$ cat config.mk
export PLATFORM = sky130hd
export DESIGN_NAME = spi_tx_top
export DESIGN_NICKNAME = d
export VERILOG_FILES = /design/src/logic/fifo_pkg.sv /design/src/logic/spi_pkg.sv /design/src/logic/sync_fifo.sv /design/src/logic/spi_sclk_gen.sv /design/src/logic/spi_serializer.sv /design/src/logic/spi_tx_top.sv
export VERILOG_INCLUDE_DIRS = /design/src /design/src/logic
export SDC_FILE = /design/constraint.sdc
export NUM_CORES = 1
export LEC_CHECK = 0
export BUFFER_PORTS_ARGS = -buffer_cell sky130_fd_sc_hd__buf_4
export CORE_UTILIZATION = 58
export CTS_BUF_LIST = sky130_fd_sc_hd__clkbuf_4
export CTS_CLUSTER_SIZE = 16
export DETAILED_ROUTE_END_ITERATION = 6
export HOLD_SLACK_MARGIN = 0.12
export PLACE_DENSITY = 0.77
export SYNTH_ARGS = -nofsm -noshare
export SYNTH_HDL_FRONTEND = slang
export SYNTH_SLANG_ARGS = --single-unit
$ cat constraint.sdc
create_clock -name clk -period 5.5 [get_ports clk]
set_input_delay 1.1 -clock clk [delete_from_list [all_inputs] [get_ports clk]]
set_output_delay 1.1 -clock clk [all_outputs]
set_load 0.05 [all_outputs]
$ cat src/logic/spi_tx_cfg.svh
/*
 * sizing macros for the SPI transmitter
 * frame width, bit counter width and FIFO geometry
 */
`ifndef SPI_TX_CFG_SVH
`define SPI_TX_CFG_SVH

// number of bits sent per frame, one FIFO word per frame
`define SPI_DATA_WIDTH 8

// bit counter must be able to hold the full frame length
`define SPI_BIT_COUNT_WIDTH 4

// number of words the FIFO can hold
`define FIFO_DEPTH 8

// pointer width, enough to index FIFO_DEPTH entries
`define FIFO_ADDR_WIDTH 3

`endif

$ cat src/logic/fifo_pkg.sv
/*
 * FIFO types: data word and full/empty status
 */
`include "spi_tx_cfg.svh"

package fifo_pkg;

    // one data word, which is also one SPI frame
    typedef logic [`SPI_DATA_WIDTH-1:0] word_t;

    // status flags seen by the writer and by the serializer
    // full drives the write back-pressure, empty starts a new frame
    typedef struct packed {
        logic full;
        logic empty;
    } fifo_status_t;

endpackage

$ cat src/logic/spi_pkg.sv
/*
 * SPI serializer types: controller state encoding and pin bundle
 */
package spi_pkg;

    // frame controller states
    // IDLE waits for data, LOAD pops one word from the FIFO,
    // SHIFT drives the bits out, COMPLETE raises done for one cycle
    typedef enum logic [1:0] {
        IDLE     = 2'd0,
        LOAD     = 2'd1,
        SHIFT    = 2'd2,
        COMPLETE = 2'd3
    } spi_state_t;

    // serial pins driven towards the slave
    // transmit only, so there is no miso and no chip select
    typedef struct packed {
        logic sclk;
        logic mosi;
    } spi_pins_t;

endpackage

$ cat src/logic/sync_fifo.sv
/*
 * single-clock FIFO with occupancy count and full/empty flags
 * read data is shown combinationally from the head entry
 */
`timescale 1ns/1ns
`include "spi_tx_cfg.svh"

module sync_fifo (
    input  logic                   clk,
    input  logic                   rst,
    input  logic                   wr_en,
    input  fifo_pkg::word_t        wr_data,
    input  logic                   rd_en,
    output fifo_pkg::word_t        rd_data,
    output fifo_pkg::fifo_status_t status
);

    // storage array, indexed by the two circular pointers
    fifo_pkg::word_t mem [`FIFO_DEPTH];

    logic [`FIFO_ADDR_WIDTH-1:0] wr_ptr;
    logic [`FIFO_ADDR_WIDTH-1:0] rd_ptr;

    // one extra bit so that a completely full FIFO can be counted
    logic [`FIFO_ADDR_WIDTH:0] count;

    logic do_write;
    logic do_read;

    // a write into a full FIFO or a read from an empty one is dropped
    assign do_write = wr_en && !status.full;
    assign do_read  = rd_en && !status.empty;

    // flags come straight from the count, so empty is high out of reset
    assign status.full  = (count == (`FIFO_ADDR_WIDTH+1)'(`FIFO_DEPTH));
    assign status.empty = (count == '0);

    // oldest word is always visible to the reader
    assign rd_data = mem[rd_ptr];

    always_ff @(posedge clk) begin
        if (do_write) begin
            mem[wr_ptr] <= wr_data;
        end
    end

    // pointers wrap at the last entry, which also covers depths that are
    // not a power of two
    always_ff @(posedge clk or posedge rst) begin
        if (rst) begin
            wr_ptr <= '0;
            rd_ptr <= '0;
        end else begin
            if (do_write) begin
                if (wr_ptr == `FIFO_ADDR_WIDTH'(`FIFO_DEPTH - 1)) begin
                    wr_ptr <= '0;
                end else begin
                    wr_ptr <= wr_ptr + 1'b1;
                end
            end
            if (do_read) begin
                if (rd_ptr == `FIFO_ADDR_WIDTH'(`FIFO_DEPTH - 1)) begin
                    rd_ptr <= '0;
                end else begin
                    rd_ptr <= rd_ptr + 1'b1;
                end
            end
        end
    end

    // a simultaneous read and write leaves the occupancy unchanged
    always_ff @(posedge clk or posedge rst) begin
        if (rst) begin
            count <= '0;
        end else begin
            case ({do_write, do_read})
                2'b10:   count <= count + 1'b1;
                2'b01:   count <= count - 1'b1;
                default: count <= count;
            endcase
        end
    end

endmodule

$ cat src/logic/spi_sclk_gen.sv
/*
 * SPI clock divider with one-cycle edge strobes
 */
`timescale 1ns/1ns

module spi_sclk_gen (
    input  logic clk,
    input  logic rst,
    input  logic sclk_enable,
    output logic sclk,
    output logic fall_pulse,
    output logic rise_pulse
);

    // divide-by-two phase, free running even when sclk is idle
    logic clk_div;

    // sclk toggles only on the high phase of clk_div, which gives
    // one sclk period every 4 clk cycles
    always_ff @(posedge clk or posedge rst) begin
        if (rst) begin
            clk_div <= 1'b0;
            sclk    <= 1'b0;
        end else begin
            clk_div <= ~clk_div;
            if (!sclk_enable) begin
                // park the clock low between frames
                sclk <= 1'b0;
            end else if (clk_div) begin
                sclk <= ~sclk;
            end
        end
    end

    // strobes are high in the clk cycle at whose end sclk changes,
    // so the user updates its registers together with the sclk edge
    assign rise_pulse = sclk_enable && clk_div && !sclk;
    assign fall_pulse = sclk_enable && clk_div && sclk;

endmodule

$ cat src/logic/spi_serializer.sv
/*
 * SPI frame controller with shift register and bit counter
 * pops one FIFO word per frame and sends it MSB first on mosi
 */
`timescale 1ns/1ns
`include "spi_tx_cfg.svh"

module spi_serializer (
    input  logic                   clk,
    input  logic                   rst,
    input  fifo_pkg::fifo_status_t status,
    input  fifo_pkg::word_t        rd_data,
    output logic                   rd_en,
    output spi_pkg::spi_pins_t     pins,
    output logic                   done
);

    spi_pkg::spi_state_t state;
    spi_pkg::spi_state_t next_state;

    fifo_pkg::word_t                 shift_reg;
    logic [`SPI_BIT_COUNT_WIDTH-1:0] bit_cnt;

    // set once the current mosi bit has been seen by a rising sclk edge
    logic bit_clocked;
    logic shift_now;

    logic sclk_enable;
    logic sclk;
    logic fall_pulse;
    logic rise_pulse;

    spi_sclk_gen sclk_gen_i (
        .clk         (clk),
        .rst         (rst),
        .sclk_enable (sclk_enable),
        .sclk        (sclk),
        .fall_pulse  (fall_pulse),
        .rise_pulse  (rise_pulse)
    );

    always_ff @(posedge clk or posedge rst) begin
        if (rst) begin
            state <= spi_pkg::IDLE;
        end else begin
            state <= next_state;
        end
    end

    // LOAD and COMPLETE always last exactly one cycle
    always_comb begin
        next_state = state;
        case (state)
            spi_pkg::IDLE: begin
                if (!status.empty) begin
                    next_state = spi_pkg::LOAD;
                end
            end
            spi_pkg::LOAD: next_state = spi_pkg::SHIFT;
            spi_pkg::SHIFT: begin
                if (bit_cnt == '0) begin
                    next_state = spi_pkg::COMPLETE;
                end
            end
            default: next_state = spi_pkg::IDLE;
        endcase
    end

    // move to the next bit on a falling sclk edge, but only after the
    // slave has had a rising edge to sample the current one
    assign shift_now = (state == spi_pkg::SHIFT) && fall_pulse && bit_clocked;

    // payload register, its contents only matter while in SHIFT
    always_ff @(posedge clk) begin
        if (state == spi_pkg::LOAD) begin
            shift_reg <= rd_data;
        end else if (shift_now) begin
            shift_reg <= shift_reg << 1;
        end
    end

    always_ff @(posedge clk or posedge rst) begin
        if (rst) begin
            bit_cnt     <= '0;
            bit_clocked <= 1'b0;
        end else if (state == spi_pkg::LOAD) begin
            bit_cnt     <= `SPI_BIT_COUNT_WIDTH'(`SPI_DATA_WIDTH);
            bit_clocked <= 1'b0;
        end else if (shift_now) begin
            bit_cnt     <= bit_cnt - 1'b1;
            bit_clocked <= 1'b0;
        end else if (rise_pulse) begin
            bit_clocked <= 1'b1;
        end
    end

    // the FIFO head is popped in the same cycle it is copied in
    assign rd_en       = (state == spi_pkg::LOAD);
    assign sclk_enable = (state == spi_pkg::SHIFT);
    assign done        = (state == spi_pkg::COMPLETE);

    assign pins.sclk = sclk;
    // mosi idles low outside SHIFT
    assign pins.mosi = (state == spi_pkg::SHIFT) ? shift_reg[`SPI_DATA_WIDTH-1] : 1'b0;

endmodule

$ cat src/logic/spi_tx_top.sv
/*
 * SPI transmitter top level: write FIFO feeding the serializer
 */
`timescale 1ns/1ns

module spi_tx_top (
    input  logic                   clk,
    input  logic                   rst,
    input  logic                   wr_valid,
    input  fifo_pkg::word_t        wr_data,
    output logic                   wr_ready,
    output fifo_pkg::fifo_status_t status,
    output spi_pkg::spi_pins_t     pins,
    output logic                   done
);

    logic            wr_en;
    logic            rd_en;
    fifo_pkg::word_t rd_data;

    // writer is held off while the FIFO is full
    assign wr_ready = !status.full;
    assign wr_en    = wr_valid && wr_ready;

    sync_fifo fifo_i (
        .clk     (clk),
        .rst     (rst),
        .wr_en   (wr_en),
        .wr_data (wr_data),
        .rd_en   (rd_en),
        .rd_data (rd_data),
        .status  (status)
    );

    // the serializer sees the same status flags that are exported
    spi_serializer serializer_i (
        .clk     (clk),
        .rst     (rst),
        .status  (status),
        .rd_data (rd_data),
        .rd_en   (rd_en),
        .pins    (pins),
        .done    (done)
    );

endmodule

==> run_summary.xml <==
<?xml version="1.0" encoding="UTF-8"?>
<metrics>
  <group name="layout">
    <metric name="layout.cell_area.non_filler" unit="sq um">4270</metric>
    <metric name="post_route_cells_drive_above_1_share" unit="">0.171</metric>
    <metric name="stdcell_count" unit="">364</metric>
    <metric name="flip_flop_count_of_the_largest_register_after_layout" unit="">64</metric>
    <metric name="diodes" unit="">0</metric>
    <metric name="final_nets" unit="">307</metric>
    <metric name="n_fill_cell" unit="">452</metric>
    <metric name="most_frequent_cells_in_the_layout" unit="">sky130_fd_sc_hd__edfxtp_1 (72), sky130_fd_sc_hd__mux2i_1 (30), sky130_fd_sc_hd__dfrtp_1 (19), sky130_fd_sc_hd__buf_4 (18), sky130_fd_sc_hd__inv_1 (15)</metric>
    <metric name="area.growth.synth_to_final" unit="%">8.04</metric>
    <metric name="layout.core_utilization" unit="">0.661</metric>
    <metric name="layout_commonest_cell" unit="">sky130_fd_sc_hd__edfxtp_1</metric>
  </group>
  <group name="die">
    <metric name="std_cell_rows" unit="">29</metric>
    <metric name="initial_utilization" unit="">0.612</metric>
    <metric name="design.die.area" unit="sq um">7150</metric>
    <metric name="core" unit="sq um">6460</metric>
    <metric name="top_level_ports" unit="">17</metric>
    <metric name="die-height" unit="microns">84.6</metric>
    <metric name="dieWidth" unit="microns">84.6</metric>
  </group>
  <group name="power">
    <metric name="cellLeakagePower" unit="nW">1.65</metric>
    <metric name="peakVddDrop" unit="uV">283</metric>
    <metric name="finalPower" unit="mW">2.13</metric>
    <metric name="power-per-cell-area" unit="nW/um^2">499</metric>
  </group>
  <group name="cts">
    <metric name="cts_tree" unit="">built</metric>
    <metric name="cts.sink_count" unit="">91</metric>
    <metric name="max_h_tree_level" unit="">3</metric>
    <metric name="cts_inserted_buffers" unit="">9</metric>
    <metric name="post_cts_resized" unit="">0</metric>
    <metric name="cts-hold-fix-buffers" unit="">0</metric>
    <metric name="cts_setup_buffers" unit="">0</metric>
    <metric name="clk_lat_worst_skew" unit="ns">0.42</metric>
    <metric name="cts.reportedPaths.clkPinSlew" unit="ns">0.14</metric>
    <metric name="ctsRootBufferMaster" unit="">sky130_fd_sc_hd__clkbuf_4</metric>
    <metric name="ctsLongestPathBuffers" unit="">2</metric>
  </group>
  <group name="sta">
    <metric name="grt_setup_unrepaired" unit="">no</metric>
    <metric name="setup_total_negative_slack" unit="ns">0</metric>
    <metric name="postLayoutSetupSlackWorst" unit="ns">2.78</metric>
    <metric name="finalHoldWorstSlack" unit="ns">0.520</metric>
    <metric name="min_period_over_period" unit="">0.494</metric>
    <metric name="finalMaxSlewViolations" unit="">0</metric>
    <metric name="fmaxAchievable" unit="MHz">368</metric>
    <metric name="report.final.hold_viol_count" unit="">0</metric>
    <metric name="skew" unit="ns">0.0112</metric>
    <metric name="worstMarginPinSlew" unit="ns">1.19</metric>
    <metric name="min_period" unit="ns">2.72</metric>
    <metric name="slew-limit-headroom" unit="">0.200</metric>
    <metric name="setup_viol" unit="">0</metric>
  </group>
  <group name="worst_setup_path">
    <metric name="timing.critical_path.to_type" unit="">primary output</metric>
    <metric name="timing.critical_path.arrival" unit="ns">1.62</metric>
    <metric name="criticalPathCategory" unit="">reg -&gt; out</metric>
    <metric name="slowest_stage" unit="">sky130_fd_sc_hd__dfrtp_1</metric>
    <metric name="worst_path_largest_cell_delay" unit="ns">0.44</metric>
    <metric name="chain_of_cells_forming_the_critical_path" unit="">inv_1 -&gt; ha_1 -&gt; and2_1 -&gt; buf_4</metric>
    <metric name="start_kind" unit="">flip-flop</metric>
    <metric name="r2r_start" unit="">serializer_i.state[1]</metric>
    <metric name="setup.worst_path.start" unit="">serializer_i.state[0]</metric>
    <metric name="combined_buffer_and_inverter_count_along_the_critical_path" unit="">2</metric>
    <metric name="critical_path_peak_fanout" unit="">7</metric>
    <metric name="worst_path_dominant_cell_family" unit="">flip-flops</metric>
    <metric name="critPathRequiredTime" unit="ns">4.40</metric>
  </group>
  <group name="worst_hold_path">
    <metric name="min-delay-path-class" unit="">reg -&gt; reg</metric>
    <metric name="min_from" unit="">serializer_i.sclk_gen_i.clk_div</metric>
  </group>
  <group name="global_routing">
    <metric name="gr-usage-all-layers" unit="">0.186</metric>
    <metric name="antenna_found_initial" unit="">0</metric>
    <metric name="grt_start_max_net_pins" unit="">34</metric>
    <metric name="grt_pass1_vias" unit="">1947</metric>
    <metric name="grt-ovfl-total" unit="">0</metric>
    <metric name="grt_first_pass_wirelength" unit="microns">9670</metric>
  </group>
  <group name="logic_synthesis">
    <metric name="synth_compound_area_frac" unit="">0.0563</metric>
    <metric name="synth-adder-area-share" unit="">0.0443</metric>
    <metric name="synth.net_count" unit="">288</metric>
    <metric name="netlist-cell-type-count" unit="">38</metric>
    <metric name="synth.avg_cell_area" unit="sq um">15.0</metric>
    <metric name="post_synth_xor_area_fraction" unit="">0.0177</metric>
    <metric name="ys_seq_elements" unit="">91</metric>
    <metric name="multiplexer_share_of_the_synthesized_area" unit="">0.106</metric>
    <metric name="syn-instance-count" unit="">263</metric>
    <metric name="number_of_warnings_printed_during_yosys_synthesis" unit="">0</metric>
    <metric name="synth_seq_area_share" unit="">0.667</metric>
    <metric name="synth_top_family_by_area" unit="">multiplexers</metric>
    <metric name="synth_area" unit="sq um">3950</metric>
    <metric name="post_synth_and_or_nand_nor_area_fraction" unit="">0.0797</metric>
  </group>
  <group name="routing">
    <metric name="detail-route-antenna-nets" unit="">0</metric>
    <metric name="wire_per_inst" unit="microns">16.6</metric>
    <metric name="detail_route.drc_violations" unit="">2</metric>
    <metric name="routed_wl" unit="microns">6060</metric>
    <metric name="drt_first_pass_iters" unit="">6</metric>
    <metric name="routed-via-count" unit="">2074</metric>
    <metric name="viasPerCell" unit="">5.70</metric>
    <metric name="first_iter_violations" unit="">98</metric>
  </group>
  <group name="placed_design">
    <metric name="numPortBuffers" unit="">16</metric>
    <metric name="hpwlAfterDp" unit="microns">4210</metric>
    <metric name="dp.cells" unit="">348</metric>
    <metric name="placement.setup.worst_slack" unit="ns">2.82</metric>
    <metric name="gp_congestion" unit="">0.758</metric>
    <metric name="placement.cell_area" unit="sq um">4130</metric>
  </group>
  <group name="flow_run">
    <metric name="maxCapViolCount" unit="">0</metric>
  </group>
  <group name="status">
    <metric name="violations_in_the_final_reports" unit="">DRC</metric>
    <metric name="run_status" unit="">complete, but fails checks</metric>
  </group>
</metrics>
report_power, final:
group	internal, mW	leakage [nW]	total, mW	switching [mW]
clock network	0.143	0.0811	0.365	0.222
logic	0.318	0.679	0.741	0.423
registers	0.917	0.886	1.03	0.109
cell families (layout without fill, tap and decap cells):
family	count (synthesis)	count (layout)
DFF	91	91
and+or+nand+nor	55	55
muxes	38	38
AOI/OAI and AO/OA	32	32
buffers and inverters	25	49
adders and majority gates	14	14
xor gates and xnor gates	8	8
Yosys cell counts:
library cell               instances  area (sq um)
sky130_fd_sc_hd__mux2_4            2          30.0
sky130_fd_sc_hd__xor2_1            6          52.6
sky130_fd_sc_hd__o21ai_0           8          40.0
sky130_fd_sc_hd__nand4_1           1          6.26
sky130_fd_sc_hd__and4_1            1          8.76
sky130_fd_sc_hd__nor4_1            2          12.5
sky130_fd_sc_hd__inv_1            15          56.3
sky130_fd_sc_hd__or3_1             1          6.26
sky130_fd_sc_hd__xnor2_1           2          17.5
sky130_fd_sc_hd__nand2b_4          1          13.8
sky130_fd_sc_hd__a211oi_1          1          7.51
sky130_fd_sc_hd__nor4_4            1          21.3
sky130_fd_sc_hd__a31oi_1           1          6.26
sky130_fd_sc_hd__a21o_1            1          7.51
sky130_fd_sc_hd__nand2_1           7          26.3
sky130_fd_sc_hd__nor2_1           11          41.3
sky130_fd_sc_hd__nor2b_1           4          25.0
sky130_fd_sc_hd__nand2_2           1          6.26
sky130_fd_sc_hd__mux2i_1          30           300
sky130_fd_sc_hd__mux4_2            2          45.0
sky130_fd_sc_hd__o32ai_2           1          16.3
sky130_fd_sc_hd__nand2_4           1          11.3
sky130_fd_sc_hd__and2b_1           1          7.51
sky130_fd_sc_hd__o21bai_1          1          7.51
sky130_fd_sc_hd__a22oi_1          14           105
sky130_fd_sc_hd__clkbuf_1          5          18.8
sky130_fd_sc_hd__ha_1             14           175
sky130_fd_sc_hd__nand2b_1          5          31.3
sky130_fd_sc_hd__buf_4             5          37.5
sky130_fd_sc_hd__nor3_1            6          30.0
sky130_fd_sc_hd__and2_1            3          18.8
sky130_fd_sc_hd__edfxtp_1         72          2160
sky130_fd_sc_hd__dfrtp_1          19           475
sky130_fd_sc_hd__a21oi_1           4          20.0
sky130_fd_sc_hd__and2b_2           1          8.76
sky130_fd_sc_hd__nand3_1           8          40.0
sky130_fd_sc_hd__a22oi_2           1          12.5
sky130_fd_sc_hd__mux2_2            4          45.0
cell type report:
class	instances	area, sq um	area share
clock buffer	9	67.6	0.0158
clock inverter	7	75.1	0.0176
inverter	15	56.3	0.0132
multi-input combinational	147	1200	0.282
sequential	91	2640	0.617
tap	77	96.3	0.0226
timing repair buffer	18	135	0.0316
metal layers:
metal	wire length, microns	vias to the layer above	GRT usage	share of wire
li1	-	1020	-	-
met1	2830	1006	0.266	0.47
met2	2880	46	0.273	0.47
met3	317	2	0.0383	0.052
met4	38	0	0.0955	0.0063
met5	0	-	0	0
path summary, 6_finish.rpt:
kind | end | cells past startpoint | slack, ns
min | serializer_i.sclk_gen_i.clk_div | 1 | 0.52
max | pins[0] | 4 | 2.78
min reg2reg | serializer_i.sclk_gen_i.clk_div | 1 | 0.52
max in group asynchronous | serializer_i.bit_cnt[0] | 2 | 4.25
max reg2reg | fifo_i.count[2] | 11 | 2.87
min in group asynchronous | serializer_i.state[1] | 2 | 0.79
No activity file was read; power rests on OpenSTA's default activity.
